==> config.mk <==
export PLATFORM = sky130hd
export DESIGN_NAME = cmd_sequencer
export DESIGN_NICKNAME = d
export VERILOG_FILES = /design/src/verilog/uart_cmd_pkg.sv /design/src/verilog/cmd_sequencer.sv
export SDC_FILE = /design/constraint.sdc
export NUM_CORES = 1
export LEC_CHECK = 0
export BUFFER_PORTS_ARGS = -buffer_cell sky130_fd_sc_hd__buf_4
export CORE_MARGIN = 3
export CORE_UTILIZATION = 51
export DETAILED_ROUTE_END_ITERATION = 6
export GPL_ROUTABILITY_DRIVEN = 0
export HOLD_SLACK_MARGIN = 0.1
export PLACE_DENSITY = 0.77
export SLEW_MARGIN = 10
export SYNTH_ARGS = -nofsm -noshare
export SYNTH_HDL_FRONTEND = slang
export SYNTH_SLANG_ARGS = --single-unit
==> constraint.sdc <==
create_clock -name clk -period 2.7 [get_ports clk]
set_clock_uncertainty 0.2 [all_clocks]
set_input_delay 0.54 -clock clk [delete_from_list [all_inputs] [get_ports clk]]
set_output_delay 0.54 -clock clk [all_outputs]
set_load 0.005 [all_outputs]
==> src/verilog/uart_cmd_pkg.sv <==
package uart_cmd_pkg;

  // command word: direction, register address, write data.
  typedef logic [15:0] cmd_t;
  typedef logic [7:0]  byte_t;

  localparam int CMD_RW_BIT = 15; // 1 is a write, 0 is a read.
  localparam int ADDR_MSB   = 14;
  localparam int ADDR_LSB   = 8;

  // one frame is start, eight data bits, odd parity and one stop bit.
  localparam int FRAME_BITS = 11;
  localparam int START_BIT  = 0;
  localparam int PAR_BIT    = 9;
  localparam int STOP_BIT   = 10;

endpackage

==> src/verilog/cmd_sequencer.sv <==
module cmd_sequencer #(
  parameter int GAP_CYCLES = 100,
  parameter int RX_TIMEOUT = 20000
) (
  input  logic                clk,
  input  logic                rst_n,
  input  logic                seq_start,
  input  uart_cmd_pkg::cmd_t  seq_cmd,
  output logic                seq_busy,
  output logic                seq_done,
  output uart_cmd_pkg::byte_t seq_rd_data,
  output logic                seq_rd_err,
  output logic                tx_start,
  output uart_cmd_pkg::byte_t tx_byte,
  input  logic                tx_busy,
  output logic                rx_listen,
  input  logic                rx_frame_vld,
  input  uart_cmd_pkg::byte_t rx_frame_data,
  input  logic                rx_frame_err
);

  localparam int CNT_MAX  = (GAP_CYCLES > RX_TIMEOUT) ? GAP_CYCLES : RX_TIMEOUT;
  localparam int CNT_W    = $clog2(CNT_MAX + 1);
  // the cycle that sees the line idle and the tx_start cycle are part of the gap.
  localparam int GAP_LAST = GAP_CYCLES - 3;

  typedef enum logic [2:0] {
    S_IDLE,
    S_SEND_LO,
    S_GAP,
    S_SEND_HI,
    S_LISTEN,
    S_DONE
  } state_t;

  state_t             state;
  uart_cmd_pkg::cmd_t cmd_q;
  logic [CNT_W-1:0]   cnt;
  logic               frame_end;
  logic               gap_end;
  logic               is_read;

  assign frame_end = !tx_start && !tx_busy;  // tx_busy rises the cycle after tx_start.
  assign gap_end   = (state == S_GAP) && (cnt == CNT_W'(GAP_LAST));
  assign is_read   = !cmd_q[uart_cmd_pkg::CMD_RW_BIT];
  assign seq_busy  = state != S_IDLE;
  assign seq_done  = state == S_DONE;
  assign rx_listen = state == S_LISTEN;

  always_ff @(posedge clk or negedge rst_n)
  begin
    if (!rst_n)
    begin
      state      <= S_IDLE;
      cnt        <= '0;
      tx_start   <= 1'b0;
      seq_rd_err <= 1'b0;
    end
    else
    begin
      tx_start <= 1'b0;
      case (state)
        S_IDLE:
          if (seq_start)
          begin
            tx_start   <= 1'b1;
            seq_rd_err <= 1'b0;
            state      <= S_SEND_LO;
          end
        S_SEND_LO:
          if (frame_end)
          begin
            cnt   <= '0;
            state <= S_GAP;
          end
        S_GAP:
          if (gap_end)
          begin
            tx_start <= 1'b1;
            state    <= S_SEND_HI;
          end
          else
            cnt <= cnt + 1'b1;
        S_SEND_HI:
          if (frame_end)
          begin
            cnt   <= '0;
            state <= is_read ? S_LISTEN : S_DONE;
          end
        S_LISTEN:
          if (rx_frame_vld)
          begin
            seq_rd_err <= rx_frame_err;
            state      <= S_DONE;
          end
          else if (cnt == CNT_W'(RX_TIMEOUT - 1))
          begin
            seq_rd_err <= 1'b1;              // no reply within the window.
            state      <= S_DONE;
          end
          else
            cnt <= cnt + 1'b1;
        S_DONE:
          state <= S_IDLE;
        default:
          state <= S_IDLE;
      endcase
    end
  end

  always_ff @(posedge clk)
  begin
    if (state == S_IDLE && seq_start)
    begin
      cmd_q   <= seq_cmd;
      tx_byte <= seq_cmd[uart_cmd_pkg::ADDR_LSB-1:0];
    end
    if (gap_end)
      tx_byte <= {cmd_q[uart_cmd_pkg::CMD_RW_BIT],
                  cmd_q[uart_cmd_pkg::ADDR_MSB:uart_cmd_pkg::ADDR_LSB]};
    if (state == S_LISTEN)
      seq_rd_data <= rx_frame_vld ? rx_frame_data : '0; // zero is left on a timeout.
  end

endmodule

### Yosys cells after proc, flatten, opt, wreduce, memory -nomap -nowiden

Cells that the tools add are included.

* reduce and logical (&&, ||, !) cells: 14
* add/sub/neg operators: 1
* muxes and demuxes: 22
* eq/ne operators: 16

Operators by type and width (number)
* $mux 15: 4
* $pmux 15 s3: 1
* $mux 3: 6
* $mux 8: 2
* $add 15x1->15 const B: 1
* $eq 15x15->1 const B: 1
* $eq 15x7->1 const B: 1
* $pmux 3 s5: 1
* $ne 2x2->1 const B: 7
* $reduce_and 5->1: 2
* $eq 3x2->1 const B: 2
* $eq 3x3->1 const B: 2
* $mux 1: 6
* $reduce_bool 3->1: 2
* $pmux 1 s2: 2
* $reduce_bool 2->1: 2
* $eq 3x1->1 const B: 1
* $logic_and 1x1->1: 3
* $logic_not 3->1: 1
* $ne 3x1->1 const B: 1
* $reduce_and 3->1: 1
* $logic_not 1->1: 2
* $ne 2x1->1 const B: 1
* $reduce_or 2->1: 1

* bits in registers: 52
* word-level logic and storage cells: 60

### Longest topological paths before layout

* word-level depth: 4
* gate-level depth with buffers: 7
* depth with buffers taken out: 7

### Least setup slack after synthesis

No wires, ideal clock.

* path type: flip-flop to flip-flop
* start: reg state[1]
* end: reg cnt[1]
* cell stages (with the launch flop): 6
* setup slack: 208 ps
* data arrival time: 2167 ps
* cell sequence: dfrtp_1 -> clkbuf_1 -> nor3b_1 -> o2bb2ai_2 -> a21oi_2 -> mux2_4

* elaborated cells on any way between the ends: 13

RTL lines
* start, declared: RTL line cmd_sequencer.sv:36 `state_t state;`
* start signal, assigned: RTL line cmd_sequencer.sv:88 `state <= is_read ? S_LISTEN : S_DONE;`
* $eq 3x3->1 (*)
* via rx_listen: RTL line cmd_sequencer.sv:16 `output logic rx_listen,`
* $ne 2x2->1 (no source line) or $reduce_bool 3->1 (tied branches)
* $reduce_and 5->1 (no source line)
* end signal, assigned: RTL line cmd_sequencer.sv:83 `cnt <= cnt + 1'b1;`
* end signal, assigned: RTL line cmd_sequencer.sv:102 `cnt <= cnt + 1'b1;`
* end, declared: RTL line cmd_sequencer.sv:38 `logic [CNT_W-1:0] cnt;`

Mark *: on every way through the listed nets, which the timed path passes. The rest lies on a longest branch.
A chain may end at the register's enable or synchronous reset.

### Worst setup path after layout

* start: reg cnt[1]
* end: reg cnt[2]

* longest elaborated chain between the ends: 4
* elaborated cells on any way between the ends: 11

Ends and longest elaborated chain (RTL line)
* $add 15x1->15 or $eq 15x7->1 (tied branches): cmd_sequencer.sv:83, cmd_sequencer.sv:102, cmd_sequencer.sv:44
* $mux 15 or $logic_and 1x1->1 (tied branches): cmd_sequencer.sv:96, cmd_sequencer.sv:44
* $mux 15 or $ne 2x2->1 (tied branches)
* $pmux 15 s3 or $reduce_and 5->1 (tied branches)

Parallel ways exist; a longest one is shown, timed or not. The select of a mux whose other input is x is not followed.

==> flow_summary.json <==
{
  "synth_top_family_by_area": "simple AND/OR/NAND/NOR gates",
  "regArea_sq_mm": 0.001221,
  "place_hpwl_mm": 3.551,
  "powerDensity_mw_per_mm2": 829.0,
  "synth-adder-area-share_pct": 1.191,
  "grt_pass1_vias": 1604,
  "finish.net_count": 262,
  "drt-total-wl_mm": 4.811,
  "drv_slew": 0,
  "ys_warn_count": 0,
  "grt_max_degree": 21,
  "route.detailed.drc": 0,
  "drive_gt1_share_pct": 35.50,
  "worstSetupPathType": "register to register",
  "multi_input_area_sq_um": 817.0,
  "die_w_microns": 70.18,
  "synthSimpleGateAreaFrac_pct": 17.87,
  "cts.root.buffer_cell": "clkbuf_8",
  "muxShareOfSynthArea_pct": 5.479,
  "yosys_most_used_dff": "edfxtp_1",
  "antenna_cells": 0,
  "max_slew.worst_pin.slew_ps": 791.5,
  "r2r_cells": 7,
  "end_kind": "register",
  "antenna_found_initial": 0,
  "hold_violations": 0,
  "arrival_ps": 2530,
  "grt_pass1_wl_mm": 7.755,
  "io_pins": 51,
  "tns_ps": 0,
  "cts_max_level": 2,
  "p_leak_nw": 1.088,
  "async_flop_share_pct": 45.45,
  "maxCapViolations": 0,
  "comb_power_share_pct": 32.2,
  "pwr-share-clk_pct": 22.8,
  "synth_compound_area_share_pct": 13.82,
  "fill_cells": 275,
  "required_ps": 2680,
  "drt_iter0_markers": 89,
  "grt_usage_pct": 20.03,
  "mostFrequentLayoutCell": "buf_4",
  "path_max_fanout": 14,
  "ir_drop_mv": 0.4411,
  "synthCells": 176,
  "slew_headroom_pct": 46.75,
  "syn_area_sq_mm": 0.002101,
  "synth_edf_count": 24,
  "cts.path.max_buffers": 2,
  "p_switching_mw": 0.7431,
  "post-route-period-util_pct": 94.59,
  "routedWlPerCell_microns": 17.24,
  "cts_sinks": 44,
  "synthDistinctLibCells": 42,
  "cts_tree": "yes",
  "port-buffer-count": 50,
  "r2r_setup_slack_ps": 150,
  "fmax_mhz": 391.6,
  "syn_to_final_growth_pct": 26.21,
  "syn-mean-instance-area_sq_um": 11.94,
  "synthXorXnorAreaFrac_pct": 0.4169,
  "num_vias": 1640,
  "status": "finished clean",
  "drtPass1Iterations": 4,
  "die_h_microns": 70.18,
  "clkTransAtPathRegs_ps": 80,
  "start_kind": "register",
  "via_per_inst": 5.878,
  "mostFrequentLayoutCells": "54 x buf_4, 24 x edfxtp_1, 20 x dfrtp_1",
  "coreArea_sq_mm": 0.003826,
  "clock_latency_ps": 300,
  "netSwitchingFraction_pct": 33.81,
  "setup_violations": 0,
  "fin_crit_ps": 2554,
  "overflow": 0,
  "seq_power_share_pct": 45.0,
  "start_util_pct": 54.91,
  "syn_nets": 208,
  "power.internal_mw": 1.455,
  "holdPathStages": 1,
  "rsz0062_at_grt": "no",
  "synth-seq-cells": 44,
  "design_area_sq_mm": 0.002651,
  "die_area_sq_mm": 0.004925,
  "cts_made_buffers": 5,
  "placed_cell_area_sq_mm": 0.002527,
  "ant_nets": 0,
  "min_path_type": "input port to register",
  "rows": 22,
  "cts_setup_buffers": 0,
  "seq_area_frac_synth_pct": 58.13
}
==> critical path, cell delays in order, from the launching register on <==
cell and delay, ps:
dfrtp_1 440, inv_1 80, ha_1 120, or4b_2 630, nor4_4 320, o32a_2 410, nor2_1 90, a2bb2oi_1 130
==> cell families after synthesis <==
group / count (synthesis)
flip-flops: 44
XOR/XNOR: 1
AND/OR/NAND/NOR: 62
buffers and inverters: 15
AO/OA/AOI/OAI: 42
adder cells (fa/ha/maj): 2
multiplexers: 10
==> synth_stat cells, types with 2 or more instances <==
cell type | instances | area, sq um
a21oi_1 | 3 | 15.01
a31oi_1 | 5 | 31.28
and2_1 | 10 | 62.56
clkbuf_1 | 6 | 22.52
dfrtp_1 | 20 | 500.5
edfxtp_1 | 24 | 720.7
ha_1 | 2 | 25.02
inv_1 | 7 | 26.28
mux2_2 | 8 | 90.09
nand2_1 | 11 | 41.29
nand3_1 | 8 | 40.04
nand4_1 | 3 | 18.77
nor2_1 | 12 | 45.04
nor2b_1 | 3 | 18.77
nor3b_1 | 2 | 15.01
nor4_1 | 2 | 12.51
nor4_4 | 2 | 42.54
o21ai_0 | 12 | 60.06
o31ai_1 | 8 | 60.06
o41ai_1 | 4 | 35.03
or3b_2 | 2 | 17.52
or4b_2 | 2 | 20.02
==> metal layers <==
metal / global-route usage [%] / vias up / routed length, microns
met5: 0 / - / 0
met2: 33.79 / 67 / 2479
li1: - / 770 / -
met1: 24.81 / 794 / 1948
met3: 5.612 / 9 / 308
met4: 6.383 / 0 / 74
==> per-stage QoR <==
step | power, mW | util [%] | setup slack [ps] | cells | hold WS, ps
detailed placement | 1.700 | 66.06 | 105.0 | 270 | 234.8
floorplan | 1.434 | - | 208.2 | 176 | 44.41
global route | 2.318 | 69.29 | 65.78 | 279 | 191.9
finish | 2.198 | 69.29 | 146.1 | 279 | 209.5
CTS | 2.202 | 69.23 | 93.10 | 279 | 205.2
global placement | 1.653 | 66.06 | 228.1 | 270 | 229.0
==> power by group through the flow <==
| stage | logic, mW | registers (mW) | clock network [mW] |
|---|---|---|---|
| final | 0.707 | 0.990 | 0.501 |
| after floorplan | 0.488 | 0.946 | 0 |
| after CTS | 0.707 | 0.989 | 0.506 |
| after detailed placement | 0.698 | 1.00 | 0 |
| after global routing | 0.767 | 1.01 | 0.539 |
| after global placement | 0.663 | 0.990 | 0 |
==> final timing paths <==
check / from / to
worst max-delay path: cnt[1] / cnt[2]
worst min-delay path: seq_cmd[15] / cmd_q[15]
worst max register to register: cnt[1] / cnt[2]
worst min register to register: seq_rd_err / seq_rd_err
max in group asynchronous: rst_n / state[0]
min in group asynchronous: rst_n / cnt[1]
==> state kept, by name (all words and copies together) (netlist names) <==
register / flops
seq_rd_err: 1
seq_rd_data: 8
state: 3
tx_byte: 8
cnt: 15
cmd_q: 8
tx_start: 1
==> repair_timing <==
| item | 4_1_cts | 5_1_grt |
|---|---|---|
| hold endpoints to repair | 20 | 0 |
| hold buffers | 1 | 0 |
| resized for setup | 0 | 1 |
| endpoints found under the setup margin | 0 | 8 |
==> layout make-up <==
class,count,area share (%)
Clock inverter,3,1.605
Timing Repair Buffer,55,15.67
Tap cell,48,2.265
Clock buffer,5,2.596
Inverter,7,0.9910
Sequential cell,44,46.06
Multi-Input combinational cell,117,30.82
Note: power is estimated with default switching activity, not from simulation.
