### config.mk
export PLATFORM = sky130hd
export DESIGN_NAME = uart_tx_frame
export DESIGN_NICKNAME = d
export VERILOG_FILES = /design/src/verilog/uart_cmd_pkg.sv /design/src/verilog/uart_tx_frame.sv
export SDC_FILE = /design/constraint.sdc
export NUM_CORES = 1
export LEC_CHECK = 0
export BUFFER_PORTS_ARGS = -buffer_cell sky130_fd_sc_hd__buf_2
export CORE_MARGIN = 8
export CORE_UTILIZATION = 52
export DETAILED_ROUTE_END_ITERATION = 6
export GPL_TIMING_DRIVEN = 0
export PLACE_DENSITY = 0.74
export SLEW_MARGIN = 25
export SYNTH_ARGS = -nofsm -noshare
export SYNTH_HDL_FRONTEND = slang
export SYNTH_SLANG_ARGS = --single-unit
### constraint.sdc
create_clock -name clk -period 1.71 [get_ports clk]
set_clock_uncertainty 0.2 [all_clocks]
set_input_delay 0.342 -clock clk [delete_from_list [all_inputs] [get_ports clk]]
set_output_delay 0.342 -clock clk [all_outputs]
set_load 0.005 [all_outputs]
### src/verilog/uart_cmd_pkg.sv
package uart_cmd_pkg;

  // command word: direction, register address, write data.
  typedef logic [15:0] cmd_t;
  typedef logic [7:0]  byte_t;

  localparam int CMD_RW_BIT = 15; // 1 is a write, 0 is a read.
  localparam int ADDR_MSB   = 14;
  localparam int ADDR_LSB   = 8;

  // one frame is start, eight data bits, odd parity and one stop bit.
  localparam int FRAME_BITS = 11;
  localparam int START_BIT  = 0;
  localparam int PAR_BIT    = 9;
  localparam int STOP_BIT   = 10;

endpackage

### src/verilog/uart_tx_frame.sv
module uart_tx_frame #(
  parameter int BAUD_DIV = 434
) (
  input  logic                clk,
  input  logic                rst_n,
  input  logic                tx_start,
  input  uart_cmd_pkg::byte_t tx_byte,
  output logic                tx_busy,
  output logic                tx
);

  localparam int BAUD_W = (BAUD_DIV > 1) ? $clog2(BAUD_DIV) : 1;
  localparam int BIT_W  = $clog2(uart_cmd_pkg::FRAME_BITS);

  logic [uart_cmd_pkg::FRAME_BITS-1:0] shreg;
  logic [BAUD_W-1:0]                   baud_cnt;
  logic [BIT_W-1:0]                    bit_cnt;
  logic                                baud_tick;

  assign baud_tick = baud_cnt == BAUD_W'(BAUD_DIV - 1);
  assign tx        = shreg[0];              // idle shift register holds all ones.

  always_ff @(posedge clk or negedge rst_n)
  begin
    if (!rst_n)
    begin
      shreg    <= '1;
      baud_cnt <= '0;
      bit_cnt  <= '0;
      tx_busy  <= 1'b0;
    end
    else if (tx_start && !tx_busy)
    begin
      // stop, odd parity, data LSB first, start.
      shreg    <= {1'b1, ~^tx_byte, tx_byte, 1'b0};
      baud_cnt <= '0;
      bit_cnt  <= '0;
      tx_busy  <= 1'b1;
    end
    else if (tx_busy)
    begin
      if (baud_tick)
      begin
        baud_cnt <= '0;
        shreg    <= {1'b1, shreg[uart_cmd_pkg::FRAME_BITS-1:1]};
        bit_cnt  <= bit_cnt + 1'b1;
        if (bit_cnt == BIT_W'(uart_cmd_pkg::FRAME_BITS - 1))
          tx_busy <= 1'b0;                  // last clock of the stop bit.
      end
      else
        baud_cnt <= baud_cnt + 1'b1;
    end
  end

endmodule
# Yosys cells after proc, flatten, opt, wreduce, memory -nomap -nowiden
# Cells that the tools add are included.
dict set report totals {
  register_bits 25
  input_bits 11
  output_inout_bits 2
  word_cells 27
}
dict set report op_classes {
  add_sub_neg 2
  eq_ne 2
  mux 13
  reduce_logical 6
}
# op count
set ops {}
lappend ops {{2-to-1 mux 11 bit} 3}
lappend ops {{2-to-1 mux 9 bit} 3}
lappend ops {{2-to-1 mux 4 bit} 3}
lappend ops {{adder 9 x 1 -> 9 bit, second input constant} 1}
lappend ops {{== test 9 bit, second input constant} 1}
lappend ops {{XNOR reduction 8 bit} 1}
lappend ops {{adder 4 x 1 -> 4 bit, second input constant} 1}
lappend ops {{== test 4 bit, second input constant} 1}
lappend ops {{2-to-1 mux 1 bit} 4}
lappend ops {{nonzero test 2 bit} 2}
lappend ops {{AND reduction 2 bit} 1}
lappend ops {{logical AND 1 bit} 1}
lappend ops {{zero test 1 bit} 1}

# Logic depth before layout (Yosys ltp)
# Gate-level depths: netlist of the first run.
dict set report logic_depth {
  depth_word 5
  ltp_mapped 7
  depth_no_buf 6
}

# Worst setup path after synthesis of the first run
# Ideal clock, no wire load.
dict set report synth_path {
  kind {flip-flop to flip-flop}
  start {register baud_cnt[3]}
  end {register bit_cnt[2]}
  setup_time_ps 118
  arrival_time_ps 1326
  required_time_ps 1392
  path_slack_ps 66
  stages_incl_launch_ff 6
  n_path_buf 1
  period_less_slack_ps 1644
  cell_sequence {dfrtp_1 > nor4b_4 > nand3_2 > buf_6 > mux2i_1 > a21o_1}
}
dict set report synth_between {
  elab_chain_cells 3
}
# item line
set synth_rtl {}
lappend synth_rtl {{start, declared} uart_tx_frame.sv:16} ;# logic [BAUD_W-1:0] baud_cnt;
lappend synth_rtl {{start signal, assigned} uart_tx_frame.sv:51} ;# baud_cnt <= baud_cnt + 1'b1;
lappend synth_rtl {{== test 9 bit} uart_tx_frame.sv:20} ;# assign baud_tick = baud_cnt == BAUD_W'(BAUD_DIV - 1);
lappend synth_rtl {{nonzero test 2 bit (no source line)} -}
lappend synth_rtl {{AND reduction 2 bit (no source line)} -}
lappend synth_rtl {{end signal, assigned} uart_tx_frame.sv:46} ;# bit_cnt <= bit_cnt + 1'b1;
lappend synth_rtl {{end, declared} uart_tx_frame.sv:17} ;# logic [BIT_W-1:0] bit_cnt;
# No other way between the ends.
# A chain may end at the register's enable or synchronous reset.

# Worst setup path in the final report of the first run
dict set report layout_path {
  start {register baud_cnt[2]}
  end {register bit_cnt[2]}
}
# Same word-level chain as after synthesis.

==> impl_metrics.tcl, run 1 <==
set metrics [dict create \
    start_util 0.539 \
    rsz0062_at_grt "true" \
    synth.distinct_cells 30 \
    period_share 1.01 \
    wl_met2_um 1320 \
    finalWirelength_um 2630 \
    gp_congestion 0.778 \
    ys.warnings.count 0 \
    core_area_mm2 0.00243 \
    ys_ff_latch 24 \
    critical_path_class "register to register" \
    drv_slew 0 \
    vdd_drop_max_mv 0.895 \
    failed_checks "negative setup slack" \
    syn_inst 130 \
    grt_use_total 0.132 \
    place_hpwl_um 1830 \
    cts_buffers 3 \
    cts-root-buf "clkbuf_4" \
    r2r_end "bit_cnt[2]" \
    rows 18 \
    antenna_left 0 \
    dieArea_mm2 0.00438 \
    fin_util 0.669 \
    vias_per_cell 5.54 \
    fp.dieH_um 66.2 \
    wl_met3_um 111 \
    htree_levels 1 \
    die_w_um 66.2 \
    drc 0 \
    area_growth_pct 24.0 \
    cp_data_arrival_time_ns 1.75 \
    insertion_delay_ns 0.31 \
    hold_viol 0 \
    fin_cells 186 \
    r2r_setup_slack_ns -0.02 \
    final_common_cell "nand2_1" \
    p_per_area_mw_per_mm2 1100 \
    crit_end "bit_cnt[2]" \
    antenna_cells 0 \
    power_mw 1.79 \
    critical-path-top-delay-family "simple AND/OR/NAND/NOR gates" \
    min-delay-path-class "primary input to register" \
    crit_fanout 5 \
    worst_hold_slack_ns 0.0250 \
    num_io_pins 13 \
    crit_start "baud_cnt[2]" \
    highest_layer "met4" \
    worst_slack_ns -0.0153 \
    layout-drive-gt1-share 0.346 \
    synth.area.top_cells "dfrtp_1, dfstp_2, mux2i_1" \
    slowest_stage "dfrtp_2" \
    grt_pass1_wl_um 4600 \
    end_kind "register" \
    drt-initial-drc-count 27 \
    io_buffers 12 \
    synth.largest_area_cell "dfrtp_1" \
    status "finished with violations" \
    path_cells "nor4b_4 > nand3_4 > buf_8 > mux2i_1 > a21o_1" \
    num_vias 1031 \
    slew_headroom 0.572 \
    cts.sinks 24 \
    synth_top_area_share 0.267 \
    regToRegStartpoint "baud_cnt[2]" \
    max_freq_mhz 580 \
    syn_area_per_cell_um2 10.1 \
    rr_worst_depth 5 \
    drt-pass1-iter-count 4 \
    critPathRequiredTime_ns 1.73 \
    m1WireLength_um 1150 \
    synth_fp_nets 145 \
    nets 172 \
    critical-path-max-stage-delay_ns 0.45 \
    maxCapViolCount 0 \
    start_kind "register" \
    path_clk_slew_ns 0.13 \
    most-common-layout-cells "nand2_1, mux2i_1, buf_2" \
    tns_ns -0.0153 \
    path_depth 5 \
    critical_path_buf_inv_count 1 \
    ys_seq_area_frac 0.468 \
    setup_viol 1 \
    grt_max_degree 25 \
    dp.cells 172 \
    clockBufferDepth 2 \
    grt_pass1_vias 1071 \
    tightest_slew_ns 0.640 \
    wl_per_cell_um 14.1 \
    leakagePower_nw 0.768 \
    period_minus_slack_ns 1.73 \
    gr-total-overflow 0 \
    synthesis.area_mm2 0.00131 \
    cts_tree "done" \
    antenna_found_initial 0 \
]
-- kinds of logic after synthesis --
logic type / Yosys count / synth area share
xor+xnor: 9 / 0.0601
buf+inv: 12 / 0.0420
flops: 24 / 0.468
compound gates: 26 / 0.118
simple gates: 42 / 0.174
fa+ha+maj: 4 / 0.0382
mux: 13 / 0.100
-- state kept, by name, indices dropped and copies added (netlist names) --
signal / count
tx_busy: 1
baud_cnt: 9
shreg: 10
bit_cnt: 4
-- power by group --
| part | switching (mW) | leakage (nW) | internal, mW |
|---|---|---|---|
| sequential | 0.136 | 0.268 | 0.732 |
| clock | 0.170 | 0.0279 | 0.237 |
| combinational | 0.232 | 0.472 | 0.282 |
-- worst min-delay path: stages --
cell and delay [ns]:
buf_2 0.11, nand2_1 0.04, o21ai_1 0.05
-- worst min-delay path by stage --
stage                     from           to  slack [ns]  cells past startpoint
floorplan                rst_n  baud_cnt[0]       -0.15                      0
global placement         rst_n   bit_cnt[0]        0.15                      1
detailed placement       rst_n   bit_cnt[0]        0.15                      1
CTS                 tx_byte[1]     shreg[2]        0.01                      3
global route        tx_byte[1]     shreg[2]        0.02                      3
finish              tx_byte[1]     shreg[2]        0.02                      3
-- synth_stat cells --
library cell and n:
a21boi_2 1, a21o_1 2, a21oi_1 5, a22o_1 3, a22oi_1 1, and2_1 1, and3_1 3, and4_1 1
buf_2 2, buf_6 1, clkbuf_1 2, dfrtp_1 14, dfstp_2 10, ha_1 4, inv_1 7, mux2_2 1
mux2i_1 12, nand2_1 14, nand2b_1 1, nand3_1 10, nand3_2 1, nand4_1 2, nor2_1 4, nor2b_1 1
nor3_1 2, nor3b_1 1, nor4b_4 1, o21ai_0 14, xnor2_1 6, xor2_1 3
-- routing by layer --
| layer | vias up | track usage |
|---|---|---|
| met4 | 0 | 0.0560 |
| met3 | 4 | 0.0237 |
| met5 | - | 0 |
| met2 | 19 | 0.239 |
| met1 | 497 | 0.148 |
| li1 | 511 | - |
-- final cells by class --
type | instances | area (um^2)
clock buffer | 3 | 22.5
sequential | 24 | 617
clock inverter | 1 | 30.0
inverter | 7 | 26.3
fill | 187 | 806
buffer | 5 | 47.5
tap | 30 | 37.5
multi-input combinational | 94 | 688
timing repair buffer | 22 | 158
-- stage by stage --
stage	cell area [um^2]	setup WS (ns)
2_1_floorplan	1310	0.0657
3_3_place_gp	1410	-0.0253
3_5_place_dp	1410	-0.106
4_1_cts	1570	-0.0372
5_1_grt	1630	-0.0877
6_report	1630	-0.0153
-- timing repair --
item                                    4_1_cts  5_1_grt
endpoints found under the setup margin       19       21
gates cloned                                  1        1
setup buffers                                 5        2
gates resized for setup                      16       15
pin swaps                                     3        2
hold buffers                                  1        0
endpoints found under the hold margin        14        0
Note: power is estimated with default switching activity, not from simulation.
==> run 2, diff against run 1 <==
Clock period 1.71 ns to 1.54 ns, I/O delays scaled along.
==> impl_metrics.tcl, run 2 (synthesis gave the netlist of run 1 again) <==
set metrics [dict create \
    status "finished with violations" \
    failed_checks "negative setup slack" \
    vias_per_cell 5.48 \
    end_kind "register" \
    clockBufferDepth 2 \
    cts.sinks 24 \
    path_cells "inv_1 > ha_2 > and4_4 > nand3_2 > buf_6 > mux2i_1 > a21o_1" \
    critPathRequiredTime_ns 1.56 \
    num_vias 1024 \
    drt-pass1-iter-count 4 \
    final_cell_area_mm2 0.00158 \
    crit_fanout 10 \
    leakagePower_nw 0.760 \
    fp.dieH_um 66.2 \
    worst_slack_ns -0.162 \
    slew_headroom 0.550 \
    area_growth_pct 20.7 \
    max_freq_mhz 588 \
    setup_viol 24 \
    start_kind "register" \
    die_w_um 66.2 \
    largest_register_ffs 10 \
    insertion_delay_ns 0.31 \
    gr-total-overflow 0 \
    p_per_area_mw_per_mm2 1130 \
    fillers 208 \
    placed_area_mm2 0.00142 \
    cp_data_arrival_time_ns 1.72 \
    antenna_cells 0 \
    multi_input_area_um2 678 \
    gp_congestion 0.784 \
    fin_util 0.651 \
    finalWirelength_um 2570 \
    cts-root-buf "clkbuf_4" \
    grt_pass1_vias 1061 \
    final_common_cell "nand2_1" \
    drt-initial-drc-count 66 \
    cts_buffers 3 \
    core_area_mm2 0.00243 \
    drv_slew 0 \
    drc 0 \
    io_buffers 12 \
    cts_tree "done" \
    htree_levels 1 \
    groute.layer.met2.usage 0.211 \
    path_clk_slew_ns 0.13 \
    period_minus_slack_ns 1.70 \
    tightest_slew_ns 0.673 \
    grt.met3_usage 0.0288 \
    rows 18 \
    maxCapViolCount 0 \
    vdd_drop_max_mv 0.986 \
    place_hpwl_um 1740 \
    regArea_um2 618 \
    use_met1 0.156 \
    critical_path_class "register to register" \
    rsz0062_at_grt "true" \
    critical-path-max-stage-delay_ns 0.41 \
    start_util 0.539 \
    dieArea_mm2 0.00438 \
    grt_use_total 0.125 \
    wl_per_cell_um 13.7 \
    grt_max_degree 25 \
    largest-register "shreg" \
    grt_pass1_wl_um 4490 \
    period_share 1.11 \
    antenna_left 0 \
    largestRegisters "shreg (10), baud_cnt (9), bit_cnt (4)" \
    antenna_found_initial 0 \
    slowest_stage "dfrtp_1" \
    hold_viol 0 \
    min-delay-path-class "primary input to register" \
    num_io_pins 13 \
    nets 173 \
    top_usage_layer "met2" \
    most-common-layout-cells "nand2_1, mux2i_1, buf_2" \
    layout-drive-gt1-share 0.318 \
]
run 2: worst max-delay path: cells and delay by family (launching register included):
kind,cells,cell delay (ns)
and+or+nand+nor,2,0.32
DFF,1,0.41
buffers and inverters,2,0.24
adders and majority gates,1,0.17
muxes,1,0.12
AOI/OAI and AO/OA,1,0.16
run 2: cell type report:
type,instances,share of cell area
multi-input combinational,94,0.428
sequential,24,0.391
timing repair buffer,23,0.0988
buffer,5,0.0253
tap,30,0.0237
clock buffer,4,0.0166
inverter,7,0.0166
run 2: path summary, 6_finish.rpt:
kind                        startpoint     endpoint  slack, ns  depth (start not counted)
max                        baud_cnt[1]   bit_cnt[2]      -0.16                          7
min                         tx_byte[4]     shreg[5]      0.006                          3
max reg2reg                baud_cnt[1]   bit_cnt[2]      -0.16                          7
min reg2reg                   shreg[0]     shreg[0]       0.29                          2
max in group asynchronous        rst_n  baud_cnt[2]       0.47                          2
min in group asynchronous        rst_n   bit_cnt[0]       0.29                          2
run 2: report_power, final:
group	total, mW	internal [mW]	switching (mW)
Sequential	0.993	0.814	0.179
Clock	0.278	0.101	0.177
Combinational	0.519	0.287	0.232
run 2: timing repair:
action,4_1_cts,5_1_grt
buffers inserted,5,1
endpoints found under the setup margin,24,25
hold buffers,3,1
endpoints found under the hold margin,16,1
cloned,1,0
pin swaps,1,1
resized for setup,13,14
run 2: through the flow:
stage | worst slack [ns] | std cells | hold slack [ns] | power, mW | setup TNS (ns)
2_1_floorplan | -0.0617 | 130 | -0.188 | 1.28 | -0.191
3_3_place_gp | -0.202 | 172 | 0.111 | 1.38 | -2.94
3_5_place_dp | -0.213 | 172 | 0.112 | 1.41 | -3.55
4_1_cts | -0.150 | 185 | 0.000482 | 1.77 | -2.27
5_1_grt | -0.214 | 187 | 0.0101 | 1.92 | -3.63
6_report | -0.162 | 187 | 0.00617 | 1.79 | -2.28
run 2: per-layer routing:
metal,up-vias,share of wire
li1,508,-
met5,-,0
met2,25,0.52
met4,0,0.0066
met1,489,0.43
met3,2,0.042
==> run 3, diff against run 2 <==
Settings changed: CORE_UTILIZATION 52 to 40, PLACE_DENSITY 0.74 to 0.6, SKIP_CTS_REPAIR_TIMING from default to 1.
==> impl_metrics.tcl, run 3 (synthesis gave the netlist of run 1 again) <==
set metrics [dict create \
    antenna_cells 0 \
    power_mw 2.02 \
    slew_headroom 0.648 \
    status "finished with violations" \
    layout-drive-gt1-share 0.382 \
    tns_ns -2.83 \
    largest_register_ffs 10 \
    fp.dieH_um 73.3 \
    end_kind "register" \
    largestRegisters "shreg (10), baud_cnt (9), bit_cnt (4)" \
    start_util 0.426 \
    period_minus_slack_ns 1.75 \
    antenna_left 0 \
    grt_max_degree 25 \
    fillers 285 \
    path_clk_slew_ns 0.14 \
    gp_congestion 0.757 \
    drt-initial-drc-count 35 \
    insertion_delay_ns 0.32 \
    critPathRequiredTime_ns 1.59 \
    start_kind "register" \
    cts_buffers 3 \
    gr-total-overflow 0 \
    place_hpwl_um 1810 \
    final_common_cell "nand2_1" \
    tightest_slew_ns 0.527 \
    hold_viol 4 \
    fin_util 0.546 \
    grt_pass1_vias 962 \
    finalWirelength_um 2680 \
    failed_checks "negative hold slack, negative setup slack" \
    die_w_um 73.3 \
    drv_slew 0 \
    cp_data_arrival_time_ns 1.80 \
    crit_fanout 5 \
    dieArea_mm2 0.00537 \
    rows 20 \
    most-common-layout-cells "nand2_1, mux2i_1, buf_2" \
    worst_slack_ns -0.209 \
    period_share 1.14 \
    grt_use_total 0.100 \
    num_io_pins 13 \
    grt_pass1_wl_um 4390 \
    rsz0062_at_grt "true" \
    area_growth_pct 28.2 \
    antenna_found_initial 0 \
    cts_tree "done" \
    worst_hold_slack_ns -0.0123 \
    io_buffers 12 \
    num_vias 1004 \
    nets 173 \
    leakagePower_nw 0.787 \
    max_freq_mhz 572 \
    core_area_mm2 0.00308 \
    p_per_area_mw_per_mm2 1200 \
    drt-pass1-iter-count 4 \
    min-delay-path-class "primary input to register" \
    clockBufferDepth 2 \
    cts-root-buf "clkbuf_4" \
    critical_path_class "register to register" \
    vias_per_cell 5.00 \
    htree_levels 1 \
    largest-register "shreg" \
    maxCapViolCount 0 \
    vdd_drop_max_mv 0.910 \
    drc 0 \
    cts.sinks 24 \
    wl_per_cell_um 13.3 \
    setup_viol 24 \
]
## run 3: layout make-up
type | instances | area (um^2) | share of cell area
Buffer | 5 | 47.5 | 0.0283
Clock buffer | 3 | 22.5 | 0.0134
Clock inverter | 1 | 30.0 | 0.0179
Inverter | 7 | 26.3 | 0.0156
Multi-Input combinational cell | 94 | 712 | 0.423
Sequential cell | 24 | 619 | 0.368
Tap cell | 44 | 55.1 | 0.0327
Timing Repair Buffer | 23 | 169 | 0.100
## run 3: worst paths after layout
check | startpoint | endpoint | slack [ns] | depth (start not counted)
max | baud_cnt[2] | shreg[5] | -0.21 | 6
min | tx_byte[5] | shreg[6] | -0.01 | 3
max reg2reg | baud_cnt[2] | shreg[5] | -0.21 | 6
min reg2reg | shreg[1] | shreg[0] | 0.29 | 2
max in group asynchronous | rst_n | baud_cnt[0] | 0.48 | 2
min in group asynchronous | rst_n | baud_cnt[3] | 0.27 | 2
## run 3: critical path, stage by stage, from the launching register on
cell and delay [ns]:
dfrtp_2 0.47, nor4b_4 0.27, buf_4 0.17, nand3_4 0.11, clkbuf_16 0.18, mux2i_1 0.11
o21ai_0 0.16
## run 3: report_power, final
group	total [mW]	internal [mW]	switching, mW
clock network	0.467	0.263	0.204
logic	0.559	0.317	0.242
registers	0.994	0.814	0.180
total	2.02	1.39	0.625
## run 3: layer usage
metal	up-vias	wire length (um)	track usage
met3	2	87	0.0231
met2	13	1310	0.167
li1	508	-	-
met1	481	1260	0.124
met5	-	0	0
met4	0	13	0.0333
## run 3: per-stage QoR
step / cells / instance area, um^2 / setup slack (ns)
after floorplan: 130 / 1320 / -0.0617
after global placement: 186 / 1430 / -0.208
after detailed placement: 186 / 1430 / -0.231
after CTS: 190 / 1490 / -0.278
after global routing: 201 / 1680 / -0.262
final: 201 / 1680 / -0.209
