[src/verilog/uart_cmd_pkg.sv]
package uart_cmd_pkg;

  // command word: direction, register address, write data.
  typedef logic [15:0] cmd_t;
  typedef logic [7:0]  byte_t;

  localparam int CMD_RW_BIT = 15; // 1 is a write, 0 is a read.
  localparam int ADDR_MSB   = 14;
  localparam int ADDR_LSB   = 8;

  // one frame is start, eight data bits, odd parity and one stop bit.
  localparam int FRAME_BITS = 11;
  localparam int START_BIT  = 0;
  localparam int PAR_BIT    = 9;
  localparam int STOP_BIT   = 10;

endpackage

[src/verilog/uart_rx_frame.sv]
module uart_rx_frame #(
  parameter int BAUD_DIV = 434
) (
  input  logic                clk,
  input  logic                rst_n,
  input  logic                rx,
  input  logic                rx_listen,
  output logic                rx_frame_vld,
  output uart_cmd_pkg::byte_t rx_frame_data,
  output logic                rx_frame_err
);

  localparam int BAUD_W = (BAUD_DIV > 1) ? $clog2(BAUD_DIV) : 1;
  localparam int BIT_W  = $clog2(uart_cmd_pkg::FRAME_BITS);
  localparam int HALF   = BAUD_DIV / 2;

  logic [2:0]        rx_sync;
  logic              rx_bit;
  logic              fall;
  logic              busy;
  logic [BAUD_W-1:0] baud_cnt;
  logic [BIT_W-1:0]  bit_idx;
  logic              baud_tick;
  logic              mid;
  logic              data_bit;
  logic              par_err;

  assign rx_bit    = rx_sync[1];
  assign fall      = rx_sync[2:1] == 2'b10;
  assign baud_tick = baud_cnt == BAUD_W'(BAUD_DIV - 1);
  assign mid       = busy && (baud_cnt == BAUD_W'(HALF));
  assign data_bit  = (bit_idx > BIT_W'(uart_cmd_pkg::START_BIT)) &&
                     (bit_idx < BIT_W'(uart_cmd_pkg::PAR_BIT));

  always_ff @(posedge clk or negedge rst_n)
  begin
    if (!rst_n)
    begin
      rx_sync      <= '1;
      busy         <= 1'b0;
      baud_cnt     <= '0;
      bit_idx      <= '0;
      par_err      <= 1'b0;
      rx_frame_vld <= 1'b0;
      rx_frame_err <= 1'b0;
    end
    else
    begin
      rx_sync      <= {rx_sync[1:0], rx};
      rx_frame_vld <= 1'b0;
      if (!rx_listen)
        busy <= 1'b0;                       // a frame cut off by the sequencer is dropped.
      else if (!busy)
      begin
        if (fall)
        begin
          busy     <= 1'b1;
          baud_cnt <= BAUD_W'(1);           // the edge cycle counts as the first one.
          bit_idx  <= '0;
        end
      end
      else
      begin
        baud_cnt <= baud_tick ? '0 : baud_cnt + 1'b1;
        if (baud_tick)
          bit_idx <= bit_idx + 1'b1;
        if (mid)
        begin
          if (bit_idx == BIT_W'(uart_cmd_pkg::START_BIT) && rx_bit)
            busy <= 1'b0;                   // line went high again, so it was a glitch.
          else if (bit_idx == BIT_W'(uart_cmd_pkg::PAR_BIT))
            par_err <= ~^{rx_frame_data, rx_bit};
          else if (bit_idx == BIT_W'(uart_cmd_pkg::STOP_BIT))
          begin
            rx_frame_vld <= 1'b1;
            rx_frame_err <= par_err | ~rx_bit;
            busy         <= 1'b0;
          end
        end
      end
    end
  end

  always_ff @(posedge clk)
  begin
    if (mid && data_bit)
      rx_frame_data <= {rx_bit, rx_frame_data[7:1]}; // LSB arrives first.
  end

endmodule

[config.mk]
export PLATFORM = sky130hd
export DESIGN_NAME = uart_rx_frame
export DESIGN_NICKNAME = d
export VERILOG_FILES = /design/src/verilog/uart_cmd_pkg.sv /design/src/verilog/uart_rx_frame.sv
export SDC_FILE = /design/constraint.sdc
export NUM_CORES = 1
export LEC_CHECK = 0
export ABC_AREA = 1
export BUFFER_PORTS_ARGS = -buffer_cell sky130_fd_sc_hd__buf_2
export CAP_MARGIN = 10
export CORE_MARGIN = 1.5
export CORE_UTILIZATION = 45
export CTS_CLUSTER_SIZE = 12
export DETAILED_ROUTE_END_ITERATION = 7
export GPL_TIMING_DRIVEN = 0
export HOLD_SLACK_MARGIN = 0.03
export PLACE_DENSITY = 0.59
export SYNTH_ARGS = -nofsm -noshare
export SYNTH_HDL_FRONTEND = slang
export SYNTH_SLANG_ARGS = --single-unit
[constraint.sdc]
create_clock -name clk -period 5.11 [get_ports clk]
set_input_delay 0.2555 -clock clk [delete_from_list [all_inputs] [get_ports clk]]
set_output_delay 0.2555 -clock clk [all_outputs]
set_load 0.01 [all_outputs]
== Word level (Yosys, flattened, before mapping) ==
Index checks and enable logic that the tools add are counted.
W data, S select, Z words.

* Register bits: 28
* Input bits: 4
* Output and inout bits: 10
* Word-level logic and storage cells: 52

* Add/sub/neg operators: 2
* $lt $le $gt $ge: 2
* Equal/unequal tests: 6
* Mux-type cells: 19
* Bitwise logic cells: 4
* Reduce and logical (&&, ||, !) cells: 11

{| class="wikitable"
|+ Operators with widths
! operator !! number
|-
| $mux W9 || 3
|-
| $mux W1 || 13
|-
| $mux W4 || 3
|-
| $add A9 B1 Y9 const B || 1
|-
| $eq A9 B8 Y1 const B || 1
|-
| $eq A9 B9 Y1 const B || 1
|-
| $reduce_xnor A9 Y1 || 1
|-
| $eq A4 B4 Y1 const B || 2
|-
| $reduce_and A6 Y1 || 1
|-
| $reduce_and A5 Y1 || 1
|-
| $add A4 B1 Y4 const B || 1
|-
| $gt A4 B1 Y1 const B || 1
|-
| $logic_and A1 B1 Y1 || 4
|-
| $logic_not A4 Y1 || 1
|-
| $lt A4 B4 Y1 const B || 1
|-
| $not A1 Y1 || 3
|-
| $reduce_and A3 Y1 || 1
|-
| $eq A2 B2 Y1 const B || 1
|-
| $ne A2 B1 Y1 const B || 1
|-
| $reduce_and A2 Y1 || 1
|-
| $reduce_bool A2 Y1 || 1
|-
| $or A1 B1 Y1 || 1
|}

== Longest topological paths before layout ==
Gate-level depths: netlist (run 1).

* Word-level depth: 7
* Mapped depth: 10
* Depth with buffers taken out: 10

== Least setup slack after synthesis (run 1) ==
Ideal clock, no wire load.

* Kind: reg2reg
* Start point: reg baud_cnt[1]
* End point: reg rx_frame_data[0] (enable)
* Setup time: 0.386 ns
* Data arrival time: 1.580 ns
* Required time: 4.724 ns
* Path slack: 3.143 ns
* Cell stages (with the launch flop): 7
* Buffers on the path: 0
* Period minus slack after synthesis: 1.967 ns
* Cells stage by stage: dfrtp_1 -> inv_1 -> ha_1 -> nand2_1 -> nor2_2 -> nand3_1 -> a211oi_1

* Longest elaborated chain between the ends: 3

{| class="wikitable"
|+ RTL lines
! what !! RTL line !! text
|-
| start: declaration || uart_rx_frame.sv:21 || <nowiki>logic [BAUD_W-1:0] baud_cnt;</nowiki>
|-
| start signal: assignment || uart_rx_frame.sv:64 || <nowiki>baud_cnt <= baud_tick ? '0 : baud_cnt + 1'b1;</nowiki>
|-
| $eq A9 B8 Y1 || uart_rx_frame.sv:31 || <nowiki>assign mid = busy && (baud_cnt == BAUD_W'(HALF));</nowiki>
|-
| $logic_and A1 B1 Y1 || uart_rx_frame.sv:31 ||
|-
| $logic_and A1 B1 Y1 || uart_rx_frame.sv:86 || <nowiki>if (mid && data_bit)</nowiki>
|-
| end signal: assignment || uart_rx_frame.sv:87 || <nowiki>rx_frame_data <= {rx_bit, rx_frame_data[7:1]};</nowiki>
|-
| end: declaration || uart_rx_frame.sv:9 || <nowiki>output uart_cmd_pkg::byte_t rx_frame_data,</nowiki>
|}

Every way passes these cells.
A chain may end at the register's enable or synchronous reset.

== Final worst setup path (run 1) ==
* Start point: reg baud_cnt[1]
* End point: reg rx_frame_data[1] (enable)

The elaborated chain is that of the path after synthesis.

==> qor.yml, run 1 <==
power_and_ir_drop:
  p_total_mw: 0.419
  leakagePower_nw: 0.871
  ir_drop_mv: 0.168
  p_per_area_nw_per_um2: 243
floorplanning:
  pin_count: 14
  initial_core_util_pct: 46.8
  dieArea_sq_um: 3810
  coreArea_sq_um: 3310
  fp.dieW_microns: 61.7
  rows: 21
  die_h_microns: 61.7
final_layout:
  syn_to_final_growth_pct: 11.2
  fin_nets: 224
  drive_gt1_share_pct: 16.0
  fill_cells: 361
  antenna_cells: 0
timing:
  post-route-period-util_pct: 39.1
  setup_tns_ps: 0
  rsz0062_at_grt: "false"
  skew_ps: 5.96
  max-slew-margin-rel_pct: 70.8
  finalHoldViolCount: 0
  tightest_slew_ps: 438
  setup_viol: 0
  fmax_mhz: 500
  layout_min_cycle_time_ps: 2000
  setup_ws_ps: 3110
  drv_slew: 0
synth:
  yosys.area_share.simple_pct: 30.8
  seq_area_frac_synth_pct: 48.0
  synthTopCellsByArea: "dfrtp_1 27%, edfxtp_1 15%, nand2_1 15%"
  synth_area_sq_um: 1550
  synth_top_family_by_area: "simple AND/OR/NAND/NOR gates"
  synth_seq_cells: 28
  synthesis.nets: 203
  yosysWarnings: 0
  synth-compound-area-share_pct: 4.76
  synth.largest_area_cell: "dfrtp_1"
  synth-xor-area-share_pct: 3.39
  netlist_instances: 193
  synthAdderAreaFrac_pct: 4.84
  synth_top_area_share_pct: 27.4
  avgSynthCellArea_sq_um: 8.03
  synth.distinct_cells: 23
  synthMuxAreaShare_pct: 0
drt:
  drc: 0
  wire_per_inst_microns: 10.9
  ant_nets: 0
  viasPerCell: 4.73
  firstDrtPassIters: 4
  vias: 1226
  routed_wl_mm: 2.83
  drt_iter0_markers: 79
grt:
  grt_usage_pct: 16.7
  grt_start_max_net_pins: 21
  grt_overflow_total: 0
  antenna_found_initial: 0
  grt_pass1_vias: 1124
  grt_pass1_wl_mm: 4.70
clock_tree:
  cts_setup_buffers: 0
  path_clk_slew_ps: 150
  root_buffer: "clkbuf_4"
  cts_made_buffers: 3
  htreeDepth: 1
  clock_latency_ps: 320
  cts_tree: "yes"
  clk_path_buf_depth: 2
  cts.sinks: 28
critical_path:
  cp-end-kind: "flip-flop"
  path_max_fanout: 6
  crit_required_ps: 5160
  slowest_delay_ps: 460
  arrival_ps: 2040
  critPathKind: "reg -> reg"
  slowest_stage: "dfrtp_1"
  reg2regPathDepth: 7
  critical_path.cell_chain: "inv_1 > ha_1 > nand2_1 > nor2_2 > nand3_1 > a211oi_1 > buf_2"
  start_kind: "flip-flop"
run_status:
  status: "finished, final reports clean"
place:
  place_congestion: 0.752
  pre_cts_ws_ps: 2730
  port_buffers: 13
  dp_hpwl_mm: 2.19
min_path:
  hold_path_class: "in -> reg"
  hold_depth: 3
flow_run:
  drv_cap: 0
[report_power, final]
part	internal [mW]	switching (mW)	leakage, nW
logic	0.0240	0.0377	0.523
registers	0.244	0.0210	0.333
clock network	0.0286	0.0635	0.0154
[metal layers]
layer	share of wire (%)	vias to the layer above	global-route usage, %
li1	-	648	-
met1	51	559	24.7
met2	46	17	24.8
met3	3.0	2	2.48
met4	0.81	0	6.38
met5	0	-	0
[worst paths after layout]
path	to	startpoint	slack, ps
min	rx_frame_vld	rx_listen	230
min in group asynchronous	baud_cnt[2]	rst_n	380
max reg2reg	rx_frame_data[1]	baud_cnt[1]	3110
min reg2reg	rx_sync[1]	rx_sync[0]	370
max in group asynchronous	rx_sync[1]	rst_n	4390
max	rx_frame_data[1]	baud_cnt[1]	3110
[sequential cells by signal, summed over array words and instances (netlist names)]
name,cells
bit_idx,4
rx_frame_err,1
rx_sync,3
par_err,1
rx_frame_data,8
baud_cnt,9
rx_frame_vld,1
busy,1
[cell type report]
class	instances	area [sq um]	share of cell area [%]
flip-flops and latches	28	744	43.2
clock inverters	1	3.75	0.218
repair buffers	16	90.1	5.22
inverters	30	115	6.68
plain buffers	1	11.3	0.653
clock buffers	3	22.5	1.31
multi-input cells	134	679	39.4
well taps	46	57.6	3.34
[per-stage QoR]
stage	hold slack [ps]	instances	util, %	cell area [sq um]
global placement	231	252	50.5	1670
detailed placement	232	252	50.5	1670
global route	192	259	52.1	1720
floorplan	-40.1	193	-	1550
CTS	218	258	51.9	1720
finish	228	259	52.1	1720
[cells in the mapped netlist]
master    instances
nor2_2            5
nand2_2           2
inv_4             1
nand3_1          12
a21oi_1           5
xor2_1            4
nor2_1           18
inv_1            29
buf_6             1
edfxtp_1          8
ha_1              6
nor3_1            3
o21ai_2           3
nand4_1           6
nand2_4           1
nand3_2           1
dfrtp_1          17
xnor2_1           2
dfstp_2           3
o21ai_0           2
nand2_1          62
a211oi_1          1
o21ai_1           1
[placed cells by master, fill, tap and decap left out, types with 3 or more instances in the layout]
cell type  netlist  final
nand2_1         62     62
o21ai_2          3      3
ha_1             6      6
buf_2            0     14
edfxtp_1         8      8
nand3_1         12     12
nor3_1           3      3
dfstp_2          3      3
dfrtp_1         17     17
nand4_1          6      6
inv_1           29     29
nor2_1          18     18
nor2_2           5      5
clkbuf_4         0      3
xor2_1           4      4
a21oi_1          5      5
[kinds of logic after synthesis]
logic type | after synthesis
compound gates | 12
xor+xnor | 6
fa+ha+maj | 6
buf+inv | 31
flops | 28
simple gates | 110
[worst max-delay path: cells and delay by family, from the launching register on]
kind            cells  cell delay [ps]
flops               1              460
compound gates      1              390
fa+ha+maj           1              130
simple gates        3              400
buf+inv             2              340
[repair_timing]
item | in CTS | in global routing
hold buffers | 2 | 0
hold endpoints to repair | 18 | 0
gates resized for setup | 0 | 0
Note: power is estimated with default switching activity, not from simulation.
==> run 2: changes to the inputs <==
--- a/config.mk
+++ b/config.mk
@@ -5,7 +5,7 @@
 export SDC_FILE = /design/constraint.sdc
 export NUM_CORES = 1
 export LEC_CHECK = 0
-export ABC_AREA = 1
+export ABC_AREA = 0
 export BUFFER_PORTS_ARGS = -buffer_cell sky130_fd_sc_hd__buf_2
 export CAP_MARGIN = 10
 export CORE_MARGIN = 1.5
@@ -14,7 +14,7 @@
 export DETAILED_ROUTE_END_ITERATION = 7
 export GPL_TIMING_DRIVEN = 0
 export HOLD_SLACK_MARGIN = 0.03
-export PLACE_DENSITY = 0.59
+export PLACE_DENSITY = 0.62
 export SYNTH_ARGS = -nofsm -noshare
 export SYNTH_HDL_FRONTEND = slang
 export SYNTH_SLANG_ARGS = --single-unit
==> constraint.sdc (replaced) <==
create_clock -name clk -period 1.8 [get_ports clk]
set_input_delay 0.09 -clock clk [delete_from_list [all_inputs] [get_ports clk]]
set_output_delay 0.09 -clock clk [all_outputs]
set_load 0.01 [all_outputs]
==> qor.yml, run 2 <==
run_status:
  status: "finished, final reports clean"
timing:
  max-slew-margin-rel_pct: 69.7
  setup_ws_ps: 130
  rsz0062_at_grt: "false"
  skew_ps: 6.72
  setup_viol: 0
  finalHoldViolCount: 0
  tightest_slew_ps: 454
  drv_slew: 0
  layout_min_cycle_time_ps: 1670
  fmax_mhz: 599
  post-route-period-util_pct: 92.8
  setup_tns_ps: 0
floorplanning:
  initial_core_util_pct: 47.4
  dieArea_sq_um: 3560
  rows: 20
  fp.dieW_microns: 59.7
  pin_count: 14
  die_h_microns: 59.7
  coreArea_sq_um: 3050
synth:
  synth.distinct_cells: 42
  synthTopCellsByCount: "17 x dfrtp_1, 12 x nor2_1, 8 x edfxtp_1, 8 x xor2_1"
  synth_area_sq_um: 1450
  synth_seq_cells: 28
  synthesis.nets: 133
  synthFlopType: "dfrtp_1"
  synth_most_common_cell: "dfrtp_1"
  synthTopCellsByArea: "dfrtp_1 29%, edfxtp_1 17%, dfstp_2 5.4%"
  synth_edf_count: 8
  synth_top_area_share_pct: 29.4
  netlist_instances: 123
  postSynth.asyncResetShare_pct: 71.4
  avgSynthCellArea_sq_um: 11.8
  seq_area_frac_synth_pct: 51.5
  synth.largest_area_cell: "dfrtp_1"
  yosysWarnings: 0
power_and_ir_drop:
  ir_drop_mv: 0.343
  p_per_area_nw_per_um2: 815
  leakagePower_nw: 0.722
  p_total_mw: 1.35
critical_path:
  critPathKind: "reg -> reg"
  slowest_delay_ps: 420
  cp-end-kind: "flip-flop"
  critical_path.cell_chain: "inv_1 > ha_1 > and3b_1 > nand3_2 > nor2_1 > mux2_2"
  path_max_fanout: 4
  arrival_ps: 1900
  slowest_stage: "dfrtp_1"
  start_kind: "flip-flop"
  crit_required_ps: 2030
grt:
  use_met2_pct: 26.1
  grt_use_met3_pct: 2.60
  grt_start_max_net_pins: 21
  grt.busiest_layer: "met2"
  grtUsageMet1_pct: 22.9
  grt_pass1_vias: 928
  antenna_found_initial: 0
  grt_pass1_wl_mm: 4.35
  grt_overflow_total: 0
  grt_usage_pct: 16.5
clock_tree:
  cts.sinks: 28
  clk_path_buf_depth: 2
  cts_setup_buffers: 0
  path_clk_slew_ps: 150
  cts_tree: "yes"
  cts_made_buffers: 3
  htreeDepth: 1
  clock_latency_ps: 320
  root_buffer: "clkbuf_4"
final_layout:
  syn_to_final_growth_pct: 14.3
  largestRegisters: "baud_cnt: 9 flops, rx_frame_data: 8 flops, bit_idx: 4 flops"
  top_register: "baud_cnt"
  multiInputGateArea_sq_um: 673
  drive_gt1_share_pct: 25.4
  antenna_cells: 0
  final_cell_mix: "17 x dfrtp_1, 13 x buf_2, 11 x nor2_1"
  fill_cells: 282
  largest_register_ffs: 9
  final_common_cell: "dfrtp_1"
  final-seq-area_sq_um: 744
  fin_nets: 153
drt:
  ant_nets: 0
  viasPerCell: 5.33
  wire_per_inst_microns: 13.5
  drc: 0
  routed_wl_mm: 2.52
  vias: 991
  firstDrtPassIters: 4
  drt_iter0_markers: 27
place:
  pre_cts_ws_ps: -120
  dp_hpwl_mm: 1.82
  place_congestion: 0.784
  port_buffers: 13
flow_run:
  drv_cap: 0
min_path:
  hold_path_class: "in -> reg"
-- run 2: cell count changes after synthesis, sizes merged, moves of 3 or more --
| cell | delta |
|---|---|
| a31o | +3 |
| and3 | +4 |
| clkbuf | +3 |
| inv | -24 |
| nand2 | -60 |
| nand3 | -9 |
| nand4 | -4 |
| nor2 | -11 |
| o2111ai | +3 |
| o211ai | +3 |
| o21ai | -4 |
| xnor2 | +3 |
| xor2 | +4 |
-- run 2: metrics by stage --
| stage | instances | cell area [sq um] | hold slack (ps) | utilization (%) |
|---|---|---|---|---|
| final | 186 | 1650 | 83.3 | 54.1 |
| after global routing | 186 | 1650 | 96.9 | 54.1 |
| after CTS | 186 | 1640 | 73.7 | 53.8 |
| after detailed placement | 180 | 1570 | 71.2 | 51.3 |
| after global placement | 180 | 1570 | 69.3 | 51.3 |
| after floorplan | 123 | 1450 | -206 | - |
-- run 2: cells by family (layout without fill, tap and decap cells) --
family	Yosys count	in the layout	synth area share [%]
simple gates	39	39	15.7
flops	28	28	51.5
compound gates	23	23	13.2
buf+inv	10	29	2.85
mux	3	3	2.25
xor+xnor	14	14	9.43
fa+ha+maj	6	6	5.19
-- run 2: routing by layer --
layer,wire length (microns),up-vias
li1,-,481
met1,1250,494
met2,1190,14
met3,65,2
met4,19,0
met5,0,-
-- run 2: worst max-delay path: cells and delay by family (launching register included) --
family | cells | cell delay (ps)
and+or+nand+nor | 3 | 610
buffers and inverters | 1 | 70
DFF | 1 | 420
adders and majority gates | 1 | 130
muxes | 1 | 350
-- run 2: area by class of cell --
type / count / share of cell area [%]
repair buffers: 15 / 5.15
multi-input cells: 85 / 40.7
flip-flops and latches: 28 / 45.0
clock inverters: 1 / 1.82
plain buffers: 4 / 1.21
inverters: 6 / 1.36
clock buffers: 3 / 1.36
well taps: 44 / 3.33
-- run 2: worst paths after layout --
kind	cells after the start	slack, ps	endpoint	start
worst max-delay path	6	130	rx_frame_err	baud_cnt[1]
min in group asynchronous	2	230	par_err	rst_n
worst max register to register	6	130	rx_frame_err	baud_cnt[1]
worst min register to register	0	370	rx_sync[1]	rx_sync[0]
worst min-delay path	3	80	rx_frame_vld	rx_listen
max in group asynchronous	2	1230	rx_sync[0]	rst_n
-- run 2: what timing repair did --
action	CTS	global route
gates resized for setup	1	4
hold endpoints to repair	18	0
hold buffers	2	0
setup endpoints to repair	8	20
-- run 2: report_power, final --
part	total [mW]	internal (mW)	switching (mW)
Combinational	0.206	0.0863	0.119
Sequential	0.737	0.696	0.0410
Clock	0.404	0.225	0.179
Total	1.35	1.01	0.340
==> run 3: changes to the inputs <==
--- a/config.mk
+++ b/config.mk
@@ -10,6 +10,7 @@
 export CAP_MARGIN = 10
 export CORE_MARGIN = 1.5
 export CORE_UTILIZATION = 45
+export CTS_BUF_LIST = sky130_fd_sc_hd__clkbuf_2
 export CTS_CLUSTER_SIZE = 12
 export DETAILED_ROUTE_END_ITERATION = 7
 export GPL_TIMING_DRIVEN = 0
==> qor.yml, run 3 (synthesized netlist as in run 2, its figures left out) <==
power_and_ir_drop:
  p_per_area_nw_per_um2: 791
  p_int_mw: 0.975
  leakagePower_nw: 0.726
  ir_drop_mv: 0.341
  seq_power_share_pct: 56.3
  p_total_mw: 1.31
  p_comb_share_pct: 15.7
  clkPwrFrac_pct: 27.9
  p_sw_share_pct: 25.5
  power.switching_mw: 0.334
critical_path:
  arrival_ps: 1970
  cp-end-kind: "flip-flop"
  path_max_fanout: 9
  slowest_delay_ps: 450
  slowest_stage: "dfrtp_1"
  critPathKind: "reg -> reg"
  crit_required_ps: 2090
  start_kind: "flip-flop"
  critical_path.cell_chain: "inv_1 > ha_1 > and3b_1 > nand3_2 > a21oi_4 > mux2i_1"
place:
  place_congestion: 0.784
  dp.cells: 180
  port_buffers: 13
  dp_hpwl_mm: 1.82
grt:
  antenna_found_initial: 0
  grt_overflow_total: 0
  grt_pass1_vias: 938
  grt_usage_pct: 16.6
  grt_start_max_net_pins: 21
  grt_pass1_wl_mm: 4.38
min_path:
  hold_path_class: "in -> async"
timing:
  finalHoldViolCount: 0
  setup_tns_ps: 0
  setup_viol: 0
  skew_ps: 4.23
  post-route-period-util_pct: 93.1
  layout_min_cycle_time_ps: 1680
  tightest_slew_ps: 462
  rsz0062_at_grt: "false"
  fmax_mhz: 597
  drv_slew: 0
  max-slew-margin-rel_pct: 69.2
final_layout:
  post-route-util_pct: 54.2
  largest_register_ffs: 9
  fin_nets: 154
  syn_to_final_growth_pct: 14.4
  final_cells: 187
  final-seq-area_sq_um: 744
  antenna_cells: 0
  largestRegisters: "baud_cnt: 9 flops, rx_frame_data: 8 flops, bit_idx: 4 flops"
  multiInputGateArea_sq_um: 673
  top_register: "baud_cnt"
  drive_gt1_share_pct: 25.2
  final_cell_mix: "17 x dfrtp_1, 13 x buf_2, 11 x nor2_1"
  final_common_cell: "dfrtp_1"
  fill_cells: 284
clock_tree:
  cts.sinks: 28
  cts_made_buffers: 3
  clock_latency_ps: 340
  root_buffer: "clkbuf_2"
  cts_tree: "yes"
  htreeDepth: 1
  path_clk_slew_ps: 250
  clk_path_buf_depth: 2
  cts_setup_buffers: 0
floorplanning:
  rows: 20
  coreArea_sq_um: 3050
  die_h_microns: 59.7
  pin_count: 14
  dieArea_sq_um: 3560
  initial_core_util_pct: 47.4
  fp.dieW_microns: 59.7
drt:
  vias: 981
  routed_wl_mm: 2.53
  drc: 0
  ant_nets: 0
  drt_iter0_markers: 26
  viasPerCell: 5.25
  firstDrtPassIters: 4
  wire_per_inst_microns: 13.5
flow_run:
  drv_cap: 0
run_status:
  status: "finished, final reports clean"
run 3: cell types whose count changed in the layout (fill, tap and decap cells not counted):
cell	before	now
dlygate4sd3_1	2	3
clkbuf_4	3	0
clkbuf_2	1	4
run 3: worst max-delay path, delay by kind of cell, from the launching register on:
family	cells	cell delay [ps]
simple gates	2	410
mux	1	220
fa+ha+maj	1	130
buf+inv	1	70
flops	1	450
compound gates	1	350
run 3: cell type report:
class	instances	area share, %
tap	44	3.33
inverter	6	1.36
multi-input combinational	85	40.7
sequential	28	45.0
clock inverter	1	1.81
timing repair buffer	16	5.74
buffer	4	1.21
clock buffer	3	0.907
run 3: layer usage:
| layer | up-vias | global-route usage (%) | part of all wire, % |
|---|---|---|---|
| li1 | 484 | - | - |
| met1 | 477 | 22.9 | 49 |
| met2 | 18 | 26.4 | 48 |
| met3 | 2 | 2.60 | 2.8 |
| met4 | 0 | 6.03 | 0.67 |
| met5 | - | 0 | 0 |
run 3: timing repair:
action / 4_1_cts / 5_1_grt
endpoints found under the hold margin: 22 / 0
pin swaps: 0 / 1
cloned: 0 / 0
gates resized for setup: 1 / 4
endpoints found under the setup margin: 8 / 21
hold buffers: 3 / 0
run 3: power by group through the flow:
stage / Combinational [mW] / Clock (mW) / Sequential (mW)
2_1_floorplan: 0.153 / 0 / 0.738
3_3_place_gp: 0.195 / 0 / 0.748
3_5_place_dp: 0.197 / 0 / 0.750
4_1_cts: 0.205 / 0.384 / 0.738
5_1_grt: 0.243 / 0.412 / 0.745
6_report: 0.206 / 0.366 / 0.738
run 3: path summary, 6_finish.rpt:
kind                                   from     endpoint  slack, ps  cells past startpoint
min in group clk                         rx   rx_sync[0]        370                      2
worst min-delay path                  rst_n  baud_cnt[4]        180                      2
worst max register to register  baud_cnt[1]   bit_idx[1]        120                      6
max in group asynchronous             rst_n   rx_sync[2]       1270                      2
worst min register to register   rx_sync[0]   rx_sync[1]        380                      0
worst max-delay path            baud_cnt[1]   bit_idx[1]        120                      6
run 3: stage by stage:
step / cell area, sq um / hold slack, ps / setup slack [ps]
final: 1660 / 183 / 124
after floorplan: 1450 / -206 / 110
after global routing: 1660 / 164 / 0.619
after detailed placement: 1570 / 71.2 / -120
after global placement: 1570 / 69.3 / -109
after CTS: 1640 / 170 / 14.2
